===== src/common/mips_pkg.sv =====
`default_nettype none

package mips_pkg;

	localparam int data_width      = 32; // Register and data word width
	localparam int reg_addr_width  = 5;  // Register index width
	localparam int imem_addr_width = 7;  // Instruction memory word address, 128 words
	localparam int dmem_addr_width = 7;  // Data memory word address, 128 words

	// Primary opcode field, instruction bits 31:26
	typedef enum logic [5:0] {
		r_type = 6'h00, // Register format, operation in funct
		j      = 6'h02, // Jump
		jal    = 6'h03, // Jump and link into r31
		beq    = 6'h04, // Branch if equal
		bne    = 6'h05, // Branch if not equal
		addi   = 6'h08, // Add immediate
		slti   = 6'h0a, // Set less than immediate, signed
		andi   = 6'h0c, // And with zero extended immediate
		ori    = 6'h0d, // Or with zero extended immediate
		lui    = 6'h0f, // Load upper immediate
		lw     = 6'h23, // Load word
		sw     = 6'h2b  // Store word
	} opcode_t;

	// Function field of register format, bits 5:0
	typedef enum logic [5:0] {
		f_jr  = 6'h08, // Jump to register
		f_add = 6'h20,
		f_sub = 6'h22,
		f_and = 6'h24,
		f_or  = 6'h25,
		f_slt = 6'h2a
	} funct_t;

	typedef enum logic [2:0] {
		alu_add = 3'd0,
		alu_sub = 3'd1,
		alu_and = 3'd2,
		alu_or  = 3'd3,
		alu_slt = 3'd4, // Signed compare, result is 0 or 1
		alu_lui = 3'd5  // Immediate moved to upper half
	} alu_op_t;

	typedef enum logic [1:0] {
		pc_seq    = 2'd0, // PC plus 4
		pc_branch = 2'd1, // Conditional relative branch
		pc_jump   = 2'd2, // Absolute jump inside the 256 MB region
		pc_reg    = 2'd3  // Target from rs
	} pc_src_t;

	typedef enum logic [1:0] {
		dst_rt = 2'd0, // Immediate format destination
		dst_rd = 2'd1, // Register format destination
		dst_ra = 2'd2  // Link register r31
	} reg_dst_t;

	typedef enum logic [1:0] {
		wb_alu  = 2'd0,
		wb_mem  = 2'd1,
		wb_link = 2'd2 // Return address for jal
	} wb_sel_t;

endpackage

`default_nettype wire


===== src/verilog/program_counter.sv =====
`timescale 1ns/100ps
`default_nettype none

module program_counter (
	input  logic                          clk,
	input  logic                          reset,
	input  mips_pkg::pc_src_t             pc_src,         // Next address select from decoder
	input  logic                          branch_ne,      // Set for bne, clear for beq
	input  logic                          equal,          // Register compare from ALU
	input  logic [mips_pkg::data_width-1:0] imm_ext,      // Branch offset in words
	input  logic [mips_pkg::data_width-1:0] reg_target,   // rs value for jr
	input  logic [25:0]                   jump_index,     // Word index for j and jal
	output logic [mips_pkg::data_width-1:0] pc,
	output logic [mips_pkg::data_width-1:0] return_address
);
	import mips_pkg::*;

	logic [data_width-1:0] pc_plus4;      // Sequential address
	logic [data_width-1:0] branch_target; // Relative to the following instruction
	logic [data_width-1:0] jump_target;   // Region bits kept from pc plus 4
	logic                  branch_taken;
	logic [data_width-1:0] pc_next;

	assign pc_plus4       = pc + 32'd4;
	assign branch_target  = pc_plus4 + {imm_ext[data_width-3:0], 2'b00}; // Offset times 4
	assign jump_target    = {pc_plus4[data_width-1:28], jump_index, 2'b00};
	assign branch_taken   = (equal != branch_ne); // beq wants equal, bne wants not equal
	assign return_address = pc_plus4;             // Link value for jal

	always_comb begin
		case (pc_src)
			pc_branch: pc_next = branch_taken ? branch_target : pc_plus4;
			pc_jump:   pc_next = jump_target;
			pc_reg:    pc_next = reg_target;
			default:   pc_next = pc_plus4; // pc_seq and anything undecoded
		endcase
	end

	always_ff @(posedge clk) begin
		if (reset) begin
			pc <= '0; // Execution starts at word 0
		end else begin
			pc <= pc_next;
		end
	end

endmodule

`default_nettype wire


===== config.mk =====
export PLATFORM = sky130hd
export DESIGN_NAME = program_counter
export DESIGN_NICKNAME = d
export VERILOG_FILES = /design/src/common/mips_pkg.sv /design/src/verilog/program_counter.sv
export SDC_FILE = /design/constraint.sdc
export NUM_CORES = 1
export LEC_CHECK = 0
export BUFFER_PORTS_ARGS = -buffer_cell sky130_fd_sc_hd__buf_2
export CORE_AREA = 4 4 90 92
export DETAILED_ROUTE_END_ITERATION = 10
export DIE_AREA = 0 0 94 96
export HOLD_SLACK_MARGIN = 0.05
export PLACE_DENSITY = 0.94
export SETUP_SLACK_MARGIN = 0.3
export SYNTH_ARGS = -nofsm -noshare
export SYNTH_HDL_FRONTEND = slang
export SYNTH_SLANG_ARGS = --single-unit

===== constraint.sdc =====
create_clock -name clk -period 10.32 [get_ports clk]
set_input_delay 2.064 -clock clk [delete_from_list [all_inputs] [get_ports clk]]
set_output_delay 2.064 -clock clk [all_outputs]
set_load 0.03 [all_outputs]

# After elaboration in Yosys (flattened, before gate mapping)
# Cells that the tools add are included.
op_classes:
  add_sub_neg: 2
  multipliers: 0
  div: 0
  magnitude_cmp: 0
  eq_ne: 4
  shift: 0
  n_mux: 2
  bitwise: 0
  reduce_logical: 0
op_table:
  columns: ["cell", "count"]
  rows:
  - ["one-hot mux 32 bit (3 select lines)", 1]
  - ["adder 32 x 3 -> 32 bit (second input constant)", 1]
  - ["adder 32 bit", 1]
  - ["two-way mux 32 bit", 1]
  - ["== test 2 bit (second input constant)", 2]
  - ["== test 2 x 1 -> 1 bit (second input constant)", 1]
  - ["inequality test 1 bit", 1]
totals:
  ff_bits: 32
  latch_bits: 0
  ramBits: 0
  mem_bits_ro: 0
  input_bits: 96
  elab_cells: 9
  memories: 0

# Longest topological paths before layout
# Gate-level depths: netlist of the first run.
depth:
  depth_word: 4
  mapped_depth: 16

# Least setup slack after synthesis of the first run
# No wires, ideal clock.
synth_timing:
  path_kind: "input-to-reg"
  from: "input port imm_ext[0] (netlist name)"
  to: "register pc[28] (netlist name)"
  setup_time_ns: 0.127
  t_arrival_ns: 4.548
  required_ns: 10.193
  setup_slack_ns: 5.645
  stages: 12
  path_buffers: 0
  cell_sequence: "ha_1 -> inv_1 -> fa_1 -> and2b_1 -> o2111ai_2 -> a311oi_2 -> o2111ai_2 -> and4b_4 -> o31ai_4 -> a41oi_1 -> o2111ai_1 -> or3b_1"
synth_via:
  elab_chain_len: 3
synth_lines:
  columns: ["item", "line", "source"]
  rows:
  - ["start, declared", "program_counter.sv:10", "input logic [mips_pkg::data_width-1:0] imm_ext,"]
  - ["adder 32 bit", "program_counter.sv:25", "assign branch_target = pc_plus4 + {imm_ext[data_width-3:0], 2'b00};"]
  - ["two-way mux 32 bit", "program_counter.sv:32", "pc_branch: pc_next = branch_taken ? branch_target : pc_plus4;"]
  - ["one-hot mux 32 bit (3 select lines)", "program_counter.sv:31", "case (pc_src)"]
  - ["end signal, assigned", "program_counter.sv:43", "pc <= pc_next;"]
  - ["end, declared", "program_counter.sv:13", "output logic [mips_pkg::data_width-1:0] pc,"]
# No other way between the ends.
# A chain may end at the register's enable or synchronous reset.

# Final worst setup path of the first run
# Ends and elaborated chain as after synthesis.

==> impl_metrics.env, run 1 <==
export IMPL_status="finished, final reports clean"
export IMPL_post_cts_buffers=0
export IMPL_required_ns=10.50
export IMPL_fp_dieH_um=96
export IMPL_vias=4844
export IMPL_grt_antenna_before_repair=0
export IMPL_cts_resized_gates=0
export IMPL_postPlaceCellArea_mm2=0.00470
export IMPL_synth_xor_area_frac=0.117
export IMPL_place_gp_congestion=0.971
export IMPL_ys_flop_type="dfxtp_1"
export IMPL_min_period_over_period=0.483
export IMPL_drive_gt1_frac=0.279
export IMPL_drt_initial_drc_count=493
export IMPL_layout_common_cells="buf_2 (157), nor2_1 (46), a21oi_1 (46), nand2_1 (42), ha_1 (34)"
export IMPL_insertion_delay_ns=0.30
export IMPL_cp_max_fo=3
export IMPL_timing_fmax_ghz=0.201
export IMPL_pin_count=160
export IMPL_pre_cts_ws_ns=5.10
export IMPL_num_rows=31
export IMPL_core_area_mm2=0.00721
export IMPL_p_leak_nw=2.39
export IMPL_fp_dieArea_mm2=0.00902
export IMPL_fin_setup_tns_ns=0
export IMPL_netlist_area_mm2=0.00389
export IMPL_postCtsHoldBufs=0
export IMPL_setup_viol=0
export IMPL_avgSynthCellArea_um2=7.55
export IMPL_synth_compound_area_share=0.296
export IMPL_grt_setup_unrepaired="false"
export IMPL_io_buffers=157
export IMPL_clock_sinks=32
export IMPL_max_cap_violations=0
export IMPL_cts_made_buffers=5
export IMPL_critPathLaunchType="primary input"
export IMPL_ys_types=63
export IMPL_period_needed_ns=4.98
export IMPL_routed_via_density=6.41
export IMPL_hp_class="flop to flop"
export IMPL_worst_pin_slew_ns=1.08
export IMPL_ant_nets=0
export IMPL_antennaDiodeCount=0
export IMPL_skew_ns=0.00995
export IMPL_synth_adder_area_share=0.115
export IMPL_design_area_mm2=0.00481
export IMPL_grt_pass1_vias=4623
export IMPL_yosysWarningCount=0
export IMPL_layout_commonest_cell="buf_2"
export IMPL_synth_mux_area_frac=0.0431
export IMPL_area_growth_pct=23.8
export IMPL_synth_edf_count=0
export IMPL_slew_headroom=0.280
export IMPL_worstPathArrival_ns=5.17
export IMPL_cts_tree="done"
export IMPL_finalWorstSetupSlack_ns=5.34
export IMPL_drt_pass1_iter_count=5
export IMPL_async_flop_share=0
export IMPL_nNetsFinal=787
export IMPL_fill_cells=641
export IMPL_start_util=0.539
export IMPL_yosysSeqAreaShare=0.165
export IMPL_slew_viol_final=0
export IMPL_powerDensity_mw_per_mm2=124
export IMPL_clk_pin_slew_worst_paths_ns=0.08
export IMPL_crit_path_end_kind="flop"
export IMPL_ir_drop_mv=0.0756
export IMPL_htree_levels=2
export IMPL_synth_cells=515
export IMPL_gr_usage_all_layers=0.301
export IMPL_ys_ff_latch=32
export IMPL_die_width_um=94
export IMPL_grt_first_pass_wirelength_um=21700
export IMPL_wire_per_inst_um=18.9
export IMPL_grt_ovfl_total=0
export IMPL_dp_final_hpwl_um=11200
export IMPL_crit_type="primary input to flop"
export IMPL_cts_path_max_buffers=2
export IMPL_ctsRootBufferMaster="clkbuf_8"
export IMPL_wirelength_um=14300
export IMPL_synth_top_family_by_area="compound AO/OA/AOI/OAI gates"
export IMPL_synthSimpleGateAreaFrac=0.221
export IMPL_grt_max_degree=61
export IMPL_largest_reg_flops=32
export IMPL_finalHoldViolCount=0
export IMPL_synth_nets=646
export IMPL_drc=0
final timing paths:
kind / to / cells after the start / slack, ns / start
worst max-delay path: pc[28] / 13 / 5.34 / imm_ext[0]
worst min-delay path: pc[0] / 3 / 0.64 / pc[0]
worst max register to register: pc[31] / 14 / 5.89 / pc[2]
worst min register to register: pc[0] / 3 / 0.64 / pc[0]
final cells by class:
cell class	count	area, µm²	area share
inverters	15	56.3	0.0117
clock buffers	5	68.8	0.0143
well taps	99	124	0.0257
multi-input cells	443	3080	0.640
flip-flops and latches	32	641	0.133
repair buffers	159	801	0.166
clock inverters	3	42.5	0.00884
synthesized netlist by cell type (6+ instances only):
library cell,count,share of area
a21oi_1,46,0.059
nor2_1,46,0.044
nand2_1,42,0.041
ha_1,34,0.11
xnor2_1,33,0.074
dfxtp_1,32,0.16
o21ai_0,31,0.040
a21o_1,20,0.039
xor2_1,19,0.043
nand3_1,18,0.023
clkbuf_1,17,0.016
nand4_1,14,0.023
inv_1,13,0.013
nor2b_1,12,0.019
mux2i_1,10,0.026
o22ai_1,9,0.014
a211oi_1,8,0.015
and3_1,8,0.013
o221ai_1,8,0.018
a31oi_1,7,0.011
and2_1,6,0.0097
nor3_1,6,0.0077
layer usage:
metal	vias up	track usage	wire, µm
met5	-	0	0
met4	0	0.138	624
met3	77	0.0383	1560
met2	379	0.520	6610
met1	2181	0.374	5510
li1	2207	-	-
cells by family (layout without fill, tap and decap cells):
family,Yosys count,in the layout
buf+inv,40,182
simple gates,172,172
mux,13,13
fa+ha+maj,35,35
flops,32,32
xor+xnor,52,52
compound gates,171,171
per-stage QoR:
stage | hold WS [ns] | cells | power (mW) | utilization
final | 0.638 | 756 | 0.596 | 0.667
after global routing | 0.696 | 756 | 0.623 | 0.667
after CTS | 0.641 | 756 | 0.588 | 0.667
after detailed placement | 0.618 | 748 | 0.464 | 0.652
after global placement | 0.605 | 748 | 0.455 | 0.652
after floorplan | 0.745 | 515 | 0.375 | -
worst max-delay path: stages:
cell,delay (ns)
buf_2,0.08
ha_1,0.17
inv_1,0.06
fa_1,0.37
and2b_1,0.27
o2111ai_2,0.15
a311oi_2,0.43
o2111ai_2,0.22
and4b_4,0.27
o31ai_4,0.25
a41oi_1,0.25
o2111ai_1,0.23
or3b_1,0.35
power by group:
part / total [mW] / leakage (nW) / switching, mW / internal, mW
sequential: 0.152 / 0.265 / 0.0166 / 0.135
combinational: 0.319 / 2.07 / 0.201 / 0.118
clock: 0.125 / 0.0541 / 0.0536 / 0.0715
Power figures use the tool's default switching activity.
==> run 2, diff against run 1 <==
--- a/config.mk
+++ b/config.mk
@@ -6,11 +6,11 @@
 export NUM_CORES = 1
 export LEC_CHECK = 0
 export BUFFER_PORTS_ARGS = -buffer_cell sky130_fd_sc_hd__buf_2
-export CORE_AREA = 4 4 90 92
+export CORE_AREA = 4 4 98 100
 export DETAILED_ROUTE_END_ITERATION = 10
-export DIE_AREA = 0 0 94 96
+export DIE_AREA = 0 0 102 104
 export HOLD_SLACK_MARGIN = 0.05
-export PLACE_DENSITY = 0.94
+export PLACE_DENSITY = 0.85
 export SETUP_SLACK_MARGIN = 0.3
 export SYNTH_ARGS = -nofsm -noshare
 export SYNTH_HDL_FRONTEND = slang
==> constraint.sdc (replaced) <==
create_clock -name clk -period 4.4 [get_ports clk]
set_input_delay 0.88 -clock clk [delete_from_list [all_inputs] [get_ports clk]]
set_output_delay 0.88 -clock clk [all_outputs]
set_load 0.03 [all_outputs]
==> impl_metrics.env, run 2 (synthesized netlist as in run 1, its figures left out) <==
export IMPL_min_period_over_period=0.896
export IMPL_critPathLaunchType="flop"
export IMPL_place_gp_congestion=0.961
export IMPL_powerDensity_mw_per_mm2=276
export IMPL_pin_count=160
export IMPL_fill_cells=788
export IMPL_p_leak_nw=2.45
export IMPL_dp_final_hpwl_um=11100
export IMPL_wirelength_um=14300
export IMPL_status="finished, final reports clean"
export IMPL_setup_viol=0
export IMPL_ctsRootBufferMaster="clkbuf_8"
export IMPL_cts_made_buffers=5
export IMPL_grt_ovfl_total=0
export IMPL_grt_setup_unrepaired="true"
export IMPL_pre_cts_ws_ns=0.344
export IMPL_insertion_delay_ns=0.30
export IMPL_grt_first_pass_wirelength_um=22900
export IMPL_postCtsHoldBufs=0
export IMPL_fp_dieArea_mm2=0.0106
export IMPL_skew_ns=0.0111
export IMPL_drc=0
export IMPL_fin_total_pwr_mw=1.36
export IMPL_worst_pin_slew_ns=0.843
export IMPL_grt_pass1_vias=4692
export IMPL_cp_max_fo=7
export IMPL_period_needed_ns=3.94
export IMPL_cts_tree="done"
export IMPL_finalWorstSetupSlack_ns=0.457
export IMPL_num_rows=34
export IMPL_fp_dieH_um=104
export IMPL_crit_path_end_kind="flop"
export IMPL_layout_common_cells="buf_2 (157), a21oi_1 (46), nor2_1 (45), nand2_1 (42), ha_1 (32)"
export IMPL_grt_antenna_before_repair=1
export IMPL_slew_viol_final=0
export IMPL_wire_per_inst_um=18.4
export IMPL_vias=4625
export IMPL_largest_reg_flops=32
export IMPL_ir_drop_mv=0.133
export IMPL_core_area_mm2=0.00868
export IMPL_drive_gt1_frac=0.301
export IMPL_nNetsFinal=795
export IMPL_cts_path_max_buffers=2
export IMPL_layout_commonest_cell="buf_2"
export IMPL_htree_levels=2
export IMPL_required_ns=4.56
export IMPL_routed_via_density=5.98
export IMPL_max_cap_violations=0
export IMPL_slew_headroom=0.436
export IMPL_hp_class="flop to flop"
export IMPL_antennaDiodeCount=0
export IMPL_clk_pin_slew_worst_paths_ns=0.08
export IMPL_drt_pass1_iter_count=5
export IMPL_gr_usage_all_layers=0.266
export IMPL_io_buffers=157
export IMPL_die_width_um=102
export IMPL_timing_fmax_ghz=0.254
export IMPL_drt_initial_drc_count=326
export IMPL_crit_type="flop to flop"
export IMPL_finalHoldViolCount=0
export IMPL_clock_sinks=32
export IMPL_fin_setup_tns_ns=0
export IMPL_worstPathArrival_ns=4.10
export IMPL_area_growth_pct=26.6
export IMPL_start_util=0.448
export IMPL_ant_nets=0
export IMPL_grt_max_degree=37
[run 2: worst paths after layout]
kind / to / cells after the start / start / slack, ns
setup / recovery: pc[27] / 15 / pc[9] / 0.46
hold / removal: pc[1] / 3 / pc[1] / 0.61
setup reg to reg: pc[27] / 15 / pc[9] / 0.46
hold reg to reg: pc[1] / 3 / pc[1] / 0.61
[run 2: where the power goes]
group	internal, mW	switching (mW)	leakage (nW)	total [mW]
Combinational	0.287	0.456	2.14	0.742
Clock	0.128	0.132	0.0455	0.260
Sequential	0.318	0.0379	0.266	0.356
[run 2: worst max-delay path, cell delays in order (launching register included)]
cell	delay, ns
dfxtp_1	0.41
nand3_2	0.14
or2_2	0.34
nor2_2	0.18
nand2_1	0.16
xnor2_4	0.20
ha_2	0.35
a21o_1	0.20
a211oi_2	0.23
or3b_1	0.38
o21ai_2	0.17
o21ai_1	0.15
a311o_1	0.44
a31oi_1	0.24
or4_1	0.14
o211ai_1	0.08
[run 2: timing repair]
action                     CTS  global route
gates resized for setup      0            12
setup endpoints to repair    0             5
setup buffers                0             0
[run 2: layer usage]
metal / global-route usage / part of all wire
met4: 0.102 / 0.028
met3: 0.0577 / 0.095
met2: 0.439 / 0.48
met1: 0.333 / 0.40
met5: 0 / 0.00084
[run 2: through the flow]
stage,instances,area (µm²),utilization,hold WS (ns)
detailed placement,765,4800,0.553,0.598
global route,773,4930,0.568,0.680
global placement,765,4800,0.553,0.583
CTS,773,4890,0.564,0.615
floorplan,515,3920,-,0.745
finish,773,4930,0.568,0.608
[run 2: final cells by class]
| class | instances | area (µm²) | share of cell area |
|---|---|---|---|
| multi-input cells | 443 | 3140 | 0.637 |
| repair buffers | 167 | 861 | 0.175 |
| flip-flops and latches | 32 | 644 | 0.131 |
| well taps | 108 | 135 | 0.0274 |
| clock buffers | 8 | 90.1 | 0.0183 |
| inverters | 15 | 56.3 | 0.0114 |
==> run 3, diff against run 2 <==
--- a/config.mk
+++ b/config.mk
@@ -6,11 +6,11 @@
 export NUM_CORES = 1
 export LEC_CHECK = 0
 export BUFFER_PORTS_ARGS = -buffer_cell sky130_fd_sc_hd__buf_2
-export CORE_AREA = 4 4 98 100
+export CORE_AREA = 4 4 81 121
 export DETAILED_ROUTE_END_ITERATION = 10
-export DIE_AREA = 0 0 102 104
+export DIE_AREA = 0 0 85 125
 export HOLD_SLACK_MARGIN = 0.05
-export PLACE_DENSITY = 0.85
+export PLACE_DENSITY = 0.84
 export SETUP_SLACK_MARGIN = 0.3
 export SYNTH_ARGS = -nofsm -noshare
 export SYNTH_HDL_FRONTEND = slang
==> impl_metrics.env, run 3 (synthesized netlist as in run 1, its figures left out) <==
export IMPL_num_rows=42
export IMPL_p_int_uw=829
export IMPL_worstPathArrival_ns=4.10
export IMPL_switching_share=0.437
export IMPL_io_buffers=157
export IMPL_pwr_share_comb=0.506
export IMPL_ctsRootBufferMaster="clkbuf_16"
export IMPL_stdcell_count=775
export IMPL_drive_gt1_frac=0.302
export IMPL_layout_commonest_cell="buf_2"
export IMPL_slew_viol_final=0
export IMPL_max_cap_violations=0
export IMPL_slew_headroom=0.174
export IMPL_p_clk_frac=0.252
export IMPL_dp_cells=765
export IMPL_hp_class="flop to flop"
export IMPL_critPathLaunchType="flop"
export IMPL_layout_common_cells="buf_2 (157), a21oi_1 (46), nor2_1 (45), nand2_1 (42), ha_1 (33)"
export IMPL_ir_drop_mv=0.193
export IMPL_pin_count=160
export IMPL_wirelength_um=14500
export IMPL_antennaDiodeCount=0
export IMPL_cts_made_buffers=5
export IMPL_largest_reg_flops=32
export IMPL_ant_nets=0
export IMPL_period_needed_ns=3.88
export IMPL_skew_ns=0.00740
export IMPL_min_period_over_period=0.881
export IMPL_finalHoldViolCount=0
export IMPL_grt_ovfl_total=0
export IMPL_fin_total_pwr_mw=1.47
export IMPL_grt_max_degree=41
export IMPL_grt_first_pass_wirelength_um=22900
export IMPL_clock_sinks=32
export IMPL_nNetsFinal=795
export IMPL_finalWorstSetupSlack_ns=0.524
export IMPL_dr_wl_met2_um=7510
export IMPL_area_growth_pct=27.9
export IMPL_grt_antenna_before_repair=0
export IMPL_htree_levels=2
export IMPL_highest_layer="met4"
export IMPL_drt_initial_drc_count=305
export IMPL_cp_max_fo=7
export IMPL_fp_dieH_um=125
export IMPL_gr_usage_all_layers=0.265
export IMPL_crit_path_end_kind="flop"
export IMPL_wire_per_inst_um=18.7
export IMPL_wl_met3_um=1060
export IMPL_worst_pin_slew_ns=1.23
export IMPL_vias=4652
export IMPL_r2r_slack_ns=0.52
export IMPL_drt_pass1_iter_count=5
export IMPL_powerDensity_mw_per_mm2=296
export IMPL_core_area_mm2=0.00878
export IMPL_crit_type="flop to flop"
export IMPL_fin_setup_tns_ns=0
export IMPL_p_leak_nw=2.47
export IMPL_required_ns=4.62
export IMPL_status="finished, final reports clean"
export IMPL_routed_via_density=6.00
export IMPL_p_switching_uw=644
export IMPL_timing_fmax_ghz=0.258
export IMPL_die_width_um=85
export IMPL_start_util=0.443
export IMPL_insertion_delay_ns=0.29
export IMPL_cts_tree="done"
export IMPL_cts_path_max_buffers=2
export IMPL_fin_util=0.567
export IMPL_clk_pin_slew_worst_paths_ns=0.06
export IMPL_postCtsHoldBufs=0
export IMPL_setup_viol=0
export IMPL_dp_final_hpwl_um=11400
export IMPL_pwr_share_seq=0.242
export IMPL_grt_pass1_vias=4801
export IMPL_pre_cts_ws_ns=0.309
export IMPL_fp_dieArea_mm2=0.0106
export IMPL_drt_met1_wl_um=5190
export IMPL_grt_setup_unrepaired="true"
export IMPL_place_gp_congestion=0.934
export IMPL_drc=0
-- run 3: changes by cell type in the layout (fill, tap and decap cells not counted), moves of 2 or more --
cell       before  now
clkbuf_1        2    0
clkbuf_16       0    5
clkbuf_8        6    1
clkinv_2        0    2
o21ai_1         3    1
o21ai_0        29   31
-- run 3: worst paths after layout --
kind | endpoint | cells past startpoint | start
min | pc[1] | 3 | pc[1]
max reg2reg | pc[25] | 16 | pc[10]
min reg2reg | pc[1] | 3 | pc[1]
max | pc[25] | 16 | pc[10]
-- run 3: metrics by stage --
step,hold WS [ns],instance area [µm²]
floorplan,0.745,3920
global placement,0.592,4790
detailed placement,0.623,4790
CTS,0.648,4940
global route,0.671,4970
finish,0.661,4970
-- run 3: cell type report --
type	instances	area, µm²
clock buffer	6	139
clock inverter	2	10.0
fill	842	3800
inverter	15	56.3
multi-input combinational	443	3130
sequential	32	644
tap	110	138
timing repair buffer	167	861
-- run 3: per-layer routing --
layer,global-route usage,vias up
met5,0,-
met4,0.149,0
met3,0.0553,56
met2,0.489,231
met1,0.268,2149
li1,-,2216
-- run 3: power groups by stage --
stage	logic (mW)	registers [mW]	clock network (mW)
CTS	0.735	0.354	0.374
global placement	0.721	0.359	0
finish	0.745	0.356	0.371
detailed placement	0.731	0.360	0
floorplan	0.474	0.408	0
global route	0.810	0.359	0.380
-- run 3: repair_timing --
item                                    4_1_cts  5_1_grt
pin swaps                                     0        1
setup buffers                                 0        2
resized for setup                             1        7
endpoints found under the setup margin        1        4
-- run 3: critical path: stages, from the launching register on --
cell and delay [ns]:
dfxtp_1 0.39, nand3_1 0.15, or2_2 0.34, nor2_2 0.14
nand2_1 0.15, xnor2_4 0.20, ha_2 0.35, a21o_1 0.20
a211oi_2 0.25, or3b_1 0.38, o21ai_2 0.17, o21ai_1 0.15
a311o_1 0.40, buf_4 0.16, xor2_1 0.12, nand2_1 0.07
a21oi_1 0.17
